## config.mk

```make
export PLATFORM = sky130hd
export DESIGN_NAME = req_top
export DESIGN_NICKNAME = d
export VERILOG_FILES = /design/src/design/req_pkg.sv /design/src/design/init_bus_router.sv /design/src/design/cfg_mgmt_port.sv /design/src/design/req_arbiter.sv /design/src/design/tlp_req_builder.sv /design/src/design/req_top.sv
export SDC_FILE = /design/constraint.sdc
export NUM_CORES = 1
export LEC_CHECK = 0
export BUFFER_PORTS_ARGS = -buffer_cell sky130_fd_sc_hd__buf_2
export CORE_UTILIZATION = 40
export CTS_CLUSTER_SIZE = 40
export DETAILED_ROUTE_END_ITERATION = 7
export GPL_ROUTABILITY_DRIVEN = 1
export PLACE_DENSITY = 0.69
export SYNTH_ARGS = -nofsm -noshare
export SYNTH_HDL_FRONTEND = slang
export SYNTH_SLANG_ARGS = --single-unit
```

## constraint.sdc

```tcl
create_clock -name clk -period 5 [get_ports clk]
set_input_delay 0.25 -clock clk [delete_from_list [all_inputs] [get_ports clk]]
set_output_delay 0.25 -clock clk [all_outputs]
set_load 0.01 [all_outputs]
```

## src/design/req_pkg.sv

```systemverilog
`default_nettype none

package req_pkg;

   ////////////////////////////////////////
   // Bus widths
   ////////////////////////////////////////
   localparam int ADDR_W     = 32;
   localparam int DATA_W     = 32;
   localparam int BE_W       = 4;
   localparam int OUT_ADDR_W = 64;
   localparam int CFG_ADDR_W = 19;

   // Local register offsets carried on the outbound port
   localparam int LOC_ADDR_W = 12;

   // Doorbell fields from the submission manager
   localparam int Q_W       = 10;
   localparam int DB_DATA_W = 16;

   ////////////////////////////////////////
   // Init bus address map
   ////////////////////////////////////////
   localparam logic [ADDR_W-1:0] CFG_LIMIT   = 32'h0000_1000;
   localparam logic [ADDR_W-1:0] LOC_LIMIT   = 32'h0000_2000;
   localparam logic [ADDR_W-1:0] WIN_BASE    = 32'h0000_2000;
   localparam logic [ADDR_W-1:0] WIN_LIMIT   = 32'h0000_4000;
   localparam logic [ADDR_W-1:0] BAR0_OFFSET = 32'h0000_1010;
   localparam logic [ADDR_W-1:0] BAR1_OFFSET = 32'h0000_1014;

   ////////////////////////////////////////
   // Encodings
   ////////////////////////////////////////
   typedef enum logic [3:0] {
      REQ_NONE   = 4'd0,
      REQ_MEM_WR = 4'd1,
      REQ_LOC_RD = 4'd8,
      REQ_LOC_WR = 4'd10
   } req_type_e;

   typedef enum logic [1:0] {
      ARB_IDLE,
      ARB_DB,
      ARB_INIT
   } arb_state_e;

   ////////////////////////////////////////
   // Bundles
   ////////////////////////////////////////
   typedef struct packed {
      logic              rden;
      logic              wren;
      logic [DATA_W-1:0] wdata;
      logic [BE_W-1:0]   wbe;
      logic [ADDR_W-1:0] addr;
   } init_req_t;

   typedef struct packed {
      logic [DB_DATA_W-1:0] data;
      logic [Q_W-1:0]       q;
   } db_req_t;

   typedef struct packed {
      req_type_e             kind;
      logic                  wren;
      logic [DATA_W-1:0]     data;
      logic [BE_W-1:0]       be;
      logic [OUT_ADDR_W-1:0] addr;
   } out_req_t;

   typedef struct packed {
      logic [CFG_ADDR_W-1:0] addr;
      logic                  write;
      logic [DATA_W-1:0]     write_data;
      logic [BE_W-1:0]       byte_enable;
      logic                  read;
   } cfg_mgmt_t;

endpackage

`default_nettype wire

```

## src/design/init_bus_router.sv

```systemverilog
`timescale 1ns/1ps
`default_nettype none

module init_bus_router (
   input  wire req_pkg::init_req_t init_req_i,
   input  wire                     init_valid_i,
   input  wire                     cfg_rdy_i,
   input  wire                     fwd_rdy_i,
   output logic                    cfg_valid_o,
   output logic                    fwd_valid_o,
   output req_pkg::req_type_e      fwd_kind_o,
   output logic                    init_rdy_o
);

   import req_pkg::*;

   logic is_cfg;
   logic is_loc;
   logic is_win;

   ////////////////////////////////////////
   // Region decode
   ////////////////////////////////////////
   assign is_cfg = (init_req_i.addr < CFG_LIMIT);
   assign is_loc = (init_req_i.addr >= CFG_LIMIT) && (init_req_i.addr < LOC_LIMIT);
   assign is_win = (init_req_i.addr >= WIN_BASE) && (init_req_i.addr < WIN_LIMIT);

   // Config space goes to the cfg port, everything else is forwarded
   assign cfg_valid_o = init_valid_i & is_cfg;
   assign fwd_valid_o = init_valid_i & ~is_cfg;

   // Ready comes back from whichever path owns the address
   assign init_rdy_o = is_cfg ? cfg_rdy_i : fwd_rdy_i;

   ////////////////////////////////////////
   // Outbound kind
   ////////////////////////////////////////
   always_comb begin
      fwd_kind_o = REQ_NONE;
      if (is_win && init_req_i.wren) begin
         fwd_kind_o = REQ_MEM_WR;
      end else if (is_loc && init_req_i.rden) begin
         fwd_kind_o = REQ_LOC_RD;
      end else if (is_loc && init_req_i.wren) begin
         fwd_kind_o = REQ_LOC_WR;
      end
      // Reads in the window and stray addresses stay REQ_NONE
   end

endmodule

`default_nettype wire

```

## src/design/cfg_mgmt_port.sv

```systemverilog
`timescale 1ns/1ps
`default_nettype none

module cfg_mgmt_port (
   input  wire                     clk,
   input  wire                     rstn,
   input  wire req_pkg::init_req_t init_req_i,
   input  wire                     valid_i,
   input  wire                     cfg_done_i,
   output logic                    rdy_o,
   output req_pkg::cfg_mgmt_t      cfg_o
);

   import req_pkg::*;

   logic                  write_q;
   logic                  read_q;
   logic [CFG_ADDR_W-1:0] addr_q;
   logic [DATA_W-1:0]     wdata_q;
   logic [BE_W-1:0]       be_q;
   logic                  busy;
   logic                  accept;

   // One access at a time
   assign busy   = write_q | read_q;
   assign rdy_o  = ~busy;
   assign accept = valid_i & ~busy;

   ////////////////////////////////////////
   // Access strobes
   ////////////////////////////////////////
   always_ff @(posedge clk or negedge rstn) begin
      if (!rstn) begin
         write_q <= 1'b0;
         read_q  <= 1'b0;
      end else if (busy && cfg_done_i) begin
         // Strobes drop the cycle after done
         write_q <= 1'b0;
         read_q  <= 1'b0;
      end else if (accept) begin
         write_q <= init_req_i.wren;
         read_q  <= init_req_i.rden;
      end
   end

   ////////////////////////////////////////
   // Access payload
   ////////////////////////////////////////
   always_ff @(posedge clk) begin
      if (accept) begin
         // Byte address to dword address
         addr_q  <= init_req_i.addr[CFG_ADDR_W+1:2];
         wdata_q <= init_req_i.wdata;
         be_q    <= init_req_i.wbe;
      end
   end

   always_comb begin
      cfg_o.addr        = addr_q;
      cfg_o.write       = write_q;
      cfg_o.write_data  = wdata_q;
      cfg_o.byte_enable = be_q;
      cfg_o.read        = read_q;
   end

endmodule

`default_nettype wire

```

## src/design/req_arbiter.sv

```systemverilog
`timescale 1ns/1ps
`default_nettype none

module req_arbiter (
   input  wire  clk,
   input  wire  rstn,
   input  wire  db_valid_i,
   input  wire  init_valid_i,
   input  wire  out_rdy_i,
   output logic out_valid_o,
   output logic db_ack_o,
   output logic init_rdy_o,
   output logic sel_db_o,
   output logic init_accept_o
);

   import req_pkg::*;

   arb_state_e state;
   arb_state_e state_nxt;

   ////////////////////////////////////////
   // State register
   ////////////////////////////////////////
   always_ff @(posedge clk or negedge rstn) begin
      if (!rstn) begin
         state <= ARB_IDLE;
      end else begin
         state <= state_nxt;
      end
   end

   ////////////////////////////////////////
   // Grant and handshake
   ////////////////////////////////////////
   always_comb begin
      state_nxt     = state;
      out_valid_o   = 1'b0;
      db_ack_o      = 1'b0;
      init_rdy_o    = 1'b0;
      init_accept_o = 1'b0;

      case (state)
         ARB_IDLE: begin
            // Doorbell has priority when both are pending
            if (db_valid_i) begin
               state_nxt = ARB_DB;
            end else if (init_valid_i) begin
               state_nxt = ARB_INIT;
            end
         end

         ARB_DB: begin
            out_valid_o = db_valid_i;
            db_ack_o    = out_rdy_i;
            if (db_valid_i && out_rdy_i) begin
               state_nxt = ARB_IDLE;
            end
         end

         ARB_INIT: begin
            out_valid_o   = init_valid_i;
            init_rdy_o    = out_rdy_i;
            init_accept_o = init_valid_i & out_rdy_i;
            if (init_valid_i && out_rdy_i) begin
               state_nxt = ARB_IDLE;
            end
         end

         default: begin
            state_nxt = ARB_IDLE;
         end
      endcase
   end

   // Builder mux follows the doorbell grant
   assign sel_db_o = (state == ARB_DB);

endmodule

`default_nettype wire

```

## src/design/tlp_req_builder.sv

```systemverilog
`timescale 1ns/1ps
`default_nettype none

module tlp_req_builder (
   input  wire                     clk,
   input  wire                     rstn,
   input  wire                     sel_db_i,
   input  wire req_pkg::init_req_t init_req_i,
   input  wire req_pkg::req_type_e init_kind_i,
   input  wire                     init_accept_i,
   input  wire req_pkg::db_req_t   db_req_i,
   output req_pkg::out_req_t       out_req_o
);

   import req_pkg::*;

   logic [DATA_W-1:0] bar0;
   logic [DATA_W-1:0] bar1;
   logic              bar_wr;
   logic [ADDR_W-1:0] win_offset;

   ////////////////////////////////////////
   // Endpoint base address capture
   ////////////////////////////////////////
   assign bar_wr = init_accept_i & init_req_i.wren;

   always_ff @(posedge clk or negedge rstn) begin
      if (!rstn) begin
         bar0 <= '0;
         bar1 <= '0;
      end else if (bar_wr) begin
         if (init_req_i.addr == BAR0_OFFSET) begin
            bar0 <= init_req_i.wdata;
         end
         if (init_req_i.addr == BAR1_OFFSET) begin
            bar1 <= init_req_i.wdata;
         end
      end
   end

   // Window offset relative to the endpoint BAR
   assign win_offset = init_req_i.addr - WIN_BASE;

   ////////////////////////////////////////
   // Outbound request fields
   ////////////////////////////////////////
   always_comb begin
      if (sel_db_i) begin
         out_req_o.kind = REQ_MEM_WR;
         out_req_o.wren = 1'b1;
         out_req_o.data = {{(DATA_W-DB_DATA_W){1'b0}}, db_req_i.data};
         out_req_o.be   = {BE_W{1'b1}};
         // Doorbell register of queue q inside the controller BAR
         out_req_o.addr = {bar1, bar0[DATA_W-1:13], 1'b1, db_req_i.q, 2'b00};
      end else begin
         out_req_o.kind = init_kind_i;
         out_req_o.wren = init_req_i.wren;
         out_req_o.data = init_req_i.wdata;
         out_req_o.be   = init_req_i.wbe;
         case (init_kind_i)
            REQ_LOC_RD,
            REQ_LOC_WR: begin
               out_req_o.addr = {{(OUT_ADDR_W-LOC_ADDR_W){1'b0}},
                                 init_req_i.addr[LOC_ADDR_W-1:0]};
            end
            default: begin
               out_req_o.addr = {bar1, bar0 | win_offset};
            end
         endcase
      end
   end

endmodule

`default_nettype wire

```

## src/design/req_top.sv

```systemverilog
`timescale 1ns/1ps
`default_nettype none

module req_top (
   input  wire                     clk,
   input  wire                     rstn,

   // Init bus from the host
   input  wire req_pkg::init_req_t init_req_i,
   input  wire                     init_valid_i,
   output logic                    init_rdy_o,

   // Submission queue doorbells
   input  wire req_pkg::db_req_t   db_req_i,
   input  wire                     db_valid_i,
   output logic                    db_ack_o,

   // Outbound request port
   output req_pkg::out_req_t       out_req_o,
   output logic                    out_valid_o,
   input  wire                     out_rdy_i,

   // Configuration management
   output req_pkg::cfg_mgmt_t      cfg_o,
   input  wire                     cfg_done_i
);

   import req_pkg::*;

   logic      cfg_valid;
   logic      cfg_rdy;
   logic      init_fwd_valid;
   logic      init_fwd_rdy;
   req_type_e init_kind;
   logic      sel_db;
   logic      init_accept;

   ////////////////////////////////////////
   // Address split
   ////////////////////////////////////////
   init_bus_router u_init_bus_router (
      .init_req_i   (init_req_i),
      .init_valid_i (init_valid_i),
      .cfg_rdy_i    (cfg_rdy),
      .fwd_rdy_i    (init_fwd_rdy),
      .cfg_valid_o  (cfg_valid),
      .fwd_valid_o  (init_fwd_valid),
      .fwd_kind_o   (init_kind),
      .init_rdy_o   (init_rdy_o)
   );

   cfg_mgmt_port u_cfg_mgmt_port (
      .clk        (clk),
      .rstn       (rstn),
      .init_req_i (init_req_i),
      .valid_i    (cfg_valid),
      .cfg_done_i (cfg_done_i),
      .rdy_o      (cfg_rdy),
      .cfg_o      (cfg_o)
   );

   ////////////////////////////////////////
   // Outbound request path
   ////////////////////////////////////////
   req_arbiter u_req_arbiter (
      .clk           (clk),
      .rstn          (rstn),
      .db_valid_i    (db_valid_i),
      .init_valid_i  (init_fwd_valid),
      .out_rdy_i     (out_rdy_i),
      .out_valid_o   (out_valid_o),
      .db_ack_o      (db_ack_o),
      .init_rdy_o    (init_fwd_rdy),
      .sel_db_o      (sel_db),
      .init_accept_o (init_accept)
   );

   tlp_req_builder u_tlp_req_builder (
      .clk           (clk),
      .rstn          (rstn),
      .sel_db_i      (sel_db),
      .init_req_i    (init_req_i),
      .init_kind_i   (init_kind),
      .init_accept_i (init_accept),
      .db_req_i      (db_req_i),
      .out_req_o     (out_req_o)
   );

endmodule

`default_nettype wire

```

==> metrics.csv, run 1 <==
metric,value,unit
status,"complete, no violations",
grt_first_pass_wirelength,26180,µm
grt_overflow,0,
critical_path_arrival,3170,ps
wl,16700,µm
maxSlewViolCount,0,
postCtsSetupRepairBufs,0,
vdd_drop_max,0.2167,mV
drive_gt1_frac,0.5261,
rsz0062_at_grt,false,
combPwrFrac,0.271,
seqPwrFrac,0.345,
coreArea,0.01475,mm²
async_flop_share,0.5528,
port_buffers,265,
synth_area,0.006136,mm²
hold_end,u_cfg_mgmt_port.be_q[0],
clockBufferDepth,2,
worstReg2RegStart,u_req_arbiter.state[0],
diodes,0,
synth.distinct_cells,49,
max_freq,292.3,MHz
synthXorXnorAreaFrac,0.02284,
swShare,0.3054,
path_clk_slew,50,ps
critPathCaptureType,primary output,
fin_nets,841,
remaining_drc_errors,0,
synth_top_family_by_area,multiplexers,
crit_start,u_req_arbiter.state[1],
finalSetupTns,0,ps
reg2reg_to,u_tlp_req_builder.bar1[26],
min_period,3422,ps
die_area,0.01584,mm²
crit_chain,"inv_1, ha_2, inv_1, and4_2, a21oi_1, a21boi_0, buf_2",
fin_skew,8.126,ps
cts_tree,done,
hold_depth,1,
synth_top_area_share,0.2773,
start_kind,flip-flop,
slowest_stage,and4_2,
antenna_left,0,
wl_per_cell,17.93,µm
final-hold-violation-count,0,
fill_cells,1282,
reg2reg_depth,6,
p_leak,4.171,nW
powerDensity,383.6,mW/mm²
hold_path_class,input pin to flip-flop,
die_w,125.9,µm
cts-htree-levels,4,
num_rows,44,
critPathMaxFanout,52,
dp_hpwl,11880,µm
pwr-share-clk,0.384,
p_sw,953.5,µW
synth_edf_count,55,
drtIter0Drc,285,
start_util,0.4159,
cts-root-buf,clkbuf_16,
synth-simple-area-share,0.1315,
max_stage_delay,1090,ps
yosys_most_used_dff,dfrtp_1,
antenna_found_initial,0,
cpMostUsedCell,inv_1,
synthMuxAreaShare,0.1870,
grt_pass1_vias,4846,
gp_congestion,0.8715,
drt_pass1_iterations,5,
multi_input_comb_area,0.002555,mm²
avgSynthCellArea,12.89,µm²
tightest_slew,1208,ps
power.internal,2.168,mW
cts_sinks,123,
finalSetupViolCount,0,
ys_ff_latch,123,
max-cap-violations,0,
seq_area_frac_synth,0.5465,
clk_latency,410,ps
pin_count,267,
synth_area_leaders,"dfrtp_1 (28%), edfxtp_1 (27%), mux2_4 (15%)",
path_class,flip-flop to primary output,
period_share,0.6843,
vias_per_cell,5.128,
slew_headroom,0.1873,
crit_required,4750,ps
regArea,0.003353,mm²
synth.largest_area_cell,dfrtp_1,
vias,4774,
yosys_warnings,0,
cts_buffers,17,
synth_nets,583,
hp-start,init_req_i[32],
reg2reg_slack,2090,ps
synth-compound-area-share,0.06301,
whs,23.47,ps
grt.total_usage,0.2166,
yosys.area_share.adder,0.01020,
syn_to_final_growth,32.65,%
dieHeight,125.9,µm
synth_cells,476,
grt_max_degree,69,
[power by group through the flow]
stage	Combinational, mW	Clock (mW)	Sequential [mW]
5_1_grt	0.925	1.26	1.08
2_1_floorplan	0.496	0	1.09
3_5_place_dp	0.849	0	1.09
4_1_cts	0.854	1.22	1.08
3_3_place_gp	0.833	0	1.09
6_report	0.847	1.20	1.08
[registers in the layout, summed over array words and instances (netlist names)]
register                 flops
u_tlp_req_builder.bar0      32
u_cfg_mgmt_port.wdata_q     32
u_cfg_mgmt_port.be_q         4
u_cfg_mgmt_port.read_q       1
u_tlp_req_builder.bar1      32
u_cfg_mgmt_port.write_q      1
u_cfg_mgmt_port.addr_q      19
u_req_arbiter.state          2
[layout by cell type (no fill, tap or decap), types with 7 or more instances in the layout]
cell type  synthesis  final
a211oi_1          11     11
a21oi_1           33     33
buf_2              2    264
clkbuf_16          0     17
dfrtp_1           68     68
edfxtp_1          55     55
inv_1             18     18
mux2_2            21     21
mux2_4            60     60
nand3_1            8      8
nor2_1            33     33
nor2b_1           51     51
nor3_1             7      7
xnor2_1           11     11
[metrics by stage]
step           utilization  setup slack, ps  cells  instance area (µm²)  total power, mW
3_3_place_gp        0.5117             1910    898                 7550            1.925
2_1_floorplan            -             1950    476                 6136            1.587
5_1_grt             0.5516             1315    931                 8139            3.261
4_1_cts             0.5516             1551    931                 8139            3.151
6_report            0.5516             1578    931                 8139            3.122
3_5_place_dp        0.5117             1839    898                 7550            1.943
[repair_timing]
item                                   4_1_cts  5_1_grt
endpoints found under the hold margin       36        0
hold buffers                                 1        0
gates resized for setup                      0        0
[logic make-up after synthesis]
family,count (synthesis)
AOI/OAI and AO/OA,62
muxes,82
buffers and inverters,47
other,1
xor gates and xnor gates,16
and+or+nand+nor,140
DFF,123
adders and majority gates,5
[critical path, delay by kind of cell (launching register included)]
family	cells	cell delay, ps
compound gates	2	240
simple gates	1	1090
buf+inv	3	820
flops	1	420
fa+ha+maj	1	180
[Yosys cell counts, drive strengths merged, types with 2 or more instances]
master / instances
a41o: 3
a211oi: 11
o211a: 2
and2: 3
nand2: 6
o21bai: 2
or4: 3
mux2: 81
nand3: 8
nand2b: 4
nor2b: 51
a21oi: 33
nand4: 4
clkbuf: 17
nor3: 8
or2: 5
xor2: 5
ha: 5
xnor2: 11
edfxtp: 55
dfrtp: 68
nor4: 7
o21ai: 6
nor2: 33
inv: 18
buf: 12
[area by class of cell]
| type | count | area share |
|---|---|---|
| sequential | 123 | 0.4120 |
| multi-input combinational | 306 | 0.3139 |
| timing repair buffer | 268 | 0.1663 |
| clock buffer | 21 | 0.05657 |
| tap | 184 | 0.02829 |
| clock inverter | 11 | 0.01460 |
| inverter | 18 | 0.008301 |
[worst max path at each step]
stage,end,cells past startpoint
finish,out_req_o[31],7
global placement,u_tlp_req_builder.bar0[30],6
global route,out_req_o[31],7
floorplan,u_cfg_mgmt_port.addr_q[0],5
CTS,out_req_o[31],7
detailed placement,u_tlp_req_builder.bar1[29],6
[routing by layer]
metal  up-vias  routed length (µm)  part of all wire  GRT usage
li1       2221                   -                 -          -
met1      2328                7263              0.43     0.2765
met2       191                8167              0.49     0.3549
met3        34                 823             0.049    0.04460
met4         0                 443             0.027    0.09993
met5         -                   0                 0          0
Note: power is estimated with default switching activity, not from simulation.
==> run 2, diff against run 1 <==
--- a/config.mk
+++ b/config.mk
@@ -5,12 +5,13 @@
 export SDC_FILE = /design/constraint.sdc
 export NUM_CORES = 1
 export LEC_CHECK = 0
+export ABC_AREA = 1
 export BUFFER_PORTS_ARGS = -buffer_cell sky130_fd_sc_hd__buf_2
 export CORE_UTILIZATION = 40
 export CTS_CLUSTER_SIZE = 40
 export DETAILED_ROUTE_END_ITERATION = 7
 export GPL_ROUTABILITY_DRIVEN = 1
-export PLACE_DENSITY = 0.69
+export PLACE_DENSITY = 0.71
 export SYNTH_ARGS = -nofsm -noshare
 export SYNTH_HDL_FRONTEND = slang
 export SYNTH_SLANG_ARGS = --single-unit
==> constraint.sdc (replaced) <==
create_clock -name clk -period 2.7 [get_ports clk]
set_input_delay 0.135 -clock clk [delete_from_list [all_inputs] [get_ports clk]]
set_output_delay 0.135 -clock clk [all_outputs]
set_load 0.01 [all_outputs]
==> run 2 against run 1 <==
Via count is 25% higher; largest power group unchanged; clock power increased by 96%; largest cell class unchanged; global-route usage grew 2.3 points; die area grew 2.8%; non-clock buffer count increased by 61.
==> metrics.csv, run 2 <==
metric,value,unit,change
status,"complete, no violations",,
grt_overflow,0,,unchanged
yosys_most_used_dff,dfrtp_1,,
synth_area_leaders,"dfrtp_1 (27%), edfxtp_1 (26%), nand2_1 (11%)",,
reg2reg_depth,10,,+4
die_w,127.6,µm,+1.4%
coreArea,0.01531,mm²,+3.8%
fin_nets,1133,,+35%
tightest_slew,886.6,ps,-321.2 ps
path_class,input pin to primary output,,
grt_max_degree,69,,unchanged
vias_per_cell,4.767,,-7.0%
antenna_left,0,,unchanged
ys_ff_latch,123,,unchanged
drtIter0Drc,410,,+44%
synth.distinct_cells,35,,-29%
clk_latency,420,ps,about the same
start_util,0.4120,,-0.003865
layout_commonest_cell,buf_2,,
yosysMostFrequentCell,nand2_1,,
num_rows,45,,+2.3%
synth.largest_area_cell,dfrtp_1,,
cts_sinks,123,,unchanged
powerDensity,670.5,mW/mm²,+75%
max_freq,402.5,MHz,
synth_cells,716,,+50%
grt.total_usage,0.2399,,+0.02331
rsz0062_at_grt,false,,
top_regs,"u_cfg_mgmt_port.wdata_q: 32 flops, u_tlp_req_builder.bar0: 32 flops, u_tlp_req_builder.bar1: 32 flops",,
cts_buffers,17,,unchanged
max-cap-violations,0,,unchanged
avgSynthCellArea,8.813,µm²,-32%
final-hold-violation-count,0,,unchanged
synth_area,0.006310,mm²,+2.8%
async_flop_share,0.5528,,unchanged
start_kind,input pin,,
whs,36.56,ps,+13.09 ps
critPathMaxFanout,13,,-75%
wl_per_cell,15.34,µm,-14%
die_area,0.01628,mm²,+2.8%
grt_first_pass_wirelength,29610,µm,+13%
finalSetupTns,0,ps,unchanged
hold_depth,3,,+2
maxSlewViolCount,0,,unchanged
diodes,0,,unchanged
crit_required,2570,ps,-2180 ps
postCtsSetupRepairBufs,0,,unchanged
synth_edf_count,55,,unchanged
hold_path_class,input pin to flip-flop,,
drive_gt1_frac,0.3397,,-0.1864
synth_nets,823,,+41%
finalSetupViolCount,0,,unchanged
dp_hpwl,13090,µm,+10%
yosys_warnings,0,,unchanged
synth_top_area_share,0.2697,,-0.007644
synthTopCellsByCount,"nand2_1 (182), nor2_1 (84), inv_1 (72)",,
remaining_drc_errors,0,,unchanged
wl,19180,µm,+15%
final_cell_mix,"buf_2 (264), nand2_1 (182), nor2_1 (84), inv_1 (71), dfrtp_1 (68)",,
critical_path_arrival,2350,ps,-820 ps
fin_skew,5.004,ps,-3.121 ps
dieHeight,127.6,µm,+1.4%
gp_congestion,0.8749,,+0.39%
drt_pass1_iterations,5,,unchanged
clockBufferDepth,2,,unchanged
path_clk_slew,60,ps,about the same
pin_count,267,,unchanged
seq_area_frac_synth,0.5314,,-0.01506
min_period,2485,ps,
cts-htree-levels,4,,unchanged
port_buffers,265,,unchanged
vias,5959,,+25%
vdd_drop_max,0.4015,mV,+85%
slew_headroom,0.4089,,+0.2216
period_share,0.9202,,
critPathCaptureType,primary output,,
cts-root-buf,clkbuf_16,,
grt_pass1_vias,5718,,+18%
antenna_found_initial,0,,unchanged
cts_tree,done,,
syn_to_final_growth,42.06,%,
p_leak,4.469,nW,+7.1%
-- run 2: area by class of cell --
type                       instances  area, µm²
tap                              211      264.0
clock inverter                    14      171.4
clock buffer                      18      439.2
multi-input combinational        480       2489
timing repair buffer             329       1966
fill                            1387       6351
inverter                          75      281.5
sequential                       123       3353
-- run 2: cell families after synthesis --
kind of cell             after synthesis  synth area share
XOR/XNOR                              10           0.01388
adder cells (fa/ha/maj)                5          0.009915
AO/OA/AOI/OAI                        148            0.1521
AND/OR/NAND/NOR                      316            0.2148
buffers and inverters                113           0.07734
other                                  1         0.0005943
flip-flops                           123            0.5314
-- run 2: final timing paths --
kind,start,to,slack (ps)
max,init_req_i[20],out_req_o[0],220
min,db_valid_i,u_req_arbiter.state[0],40
max reg2reg,u_req_arbiter.state[0],u_tlp_req_builder.bar0[31],600
min reg2reg,u_tlp_req_builder.bar0[4],u_tlp_req_builder.bar0[4],490
max in group asynchronous,rstn,u_tlp_req_builder.bar0[31],1730
min in group asynchronous,rstn,u_tlp_req_builder.bar1[5],400
-- run 2: what timing repair did --
item,in CTS,in global routing
hold buffers,56,0
hold endpoints to repair,124,0
setup endpoints to repair,0,27
resized for setup,0,1
-- run 2: critical path, cell delays in order --
cell	delay [ps]
dlygate4sd3_1	550
buf_2	170
nor2_2	130
nand2_1	140
nor2_4	180
nand3_4	130
nor2_8	160
o21ai_1	310
nand2_1	160
a21oi_1	100
buf_2	180
-- run 2: layer usage --
layer / up-vias / part of all wire / global-route usage
met5: - / 0 / 0
met4: 0 / 0.031 / 0.1073
met3: 41 / 0.054 / 0.04816
met2: 229 / 0.47 / 0.3838
met1: 2732 / 0.45 / 0.3158
li1: 2957 / - / -
-- run 2: power breakdown --
| group | internal (mW) | switching, mW | leakage [nW] |
|---|---|---|---|
| logic | 0.615 | 1.05 | 2.73 |
| clock network | 1.48 | 0.878 | 0.292 |
| registers | 1.97 | 0.0137 | 1.44 |
| total | 4.06 | 1.95 | 4.47 |
-- run 2: through the flow --
step	setup slack [ps]	instances	power, mW	utilization	cell area, µm²
after floorplan	329.6	716	2.920	-	6310
after global placement	667.8	1162	3.609	0.5086	7789
after detailed placement	609.0	1162	3.620	0.5086	7789
after CTS	125.4	1250	6.036	0.5850	8960
after global routing	31.20	1250	6.291	0.5853	8964
final	215.4	1250	6.010	0.5853	8964
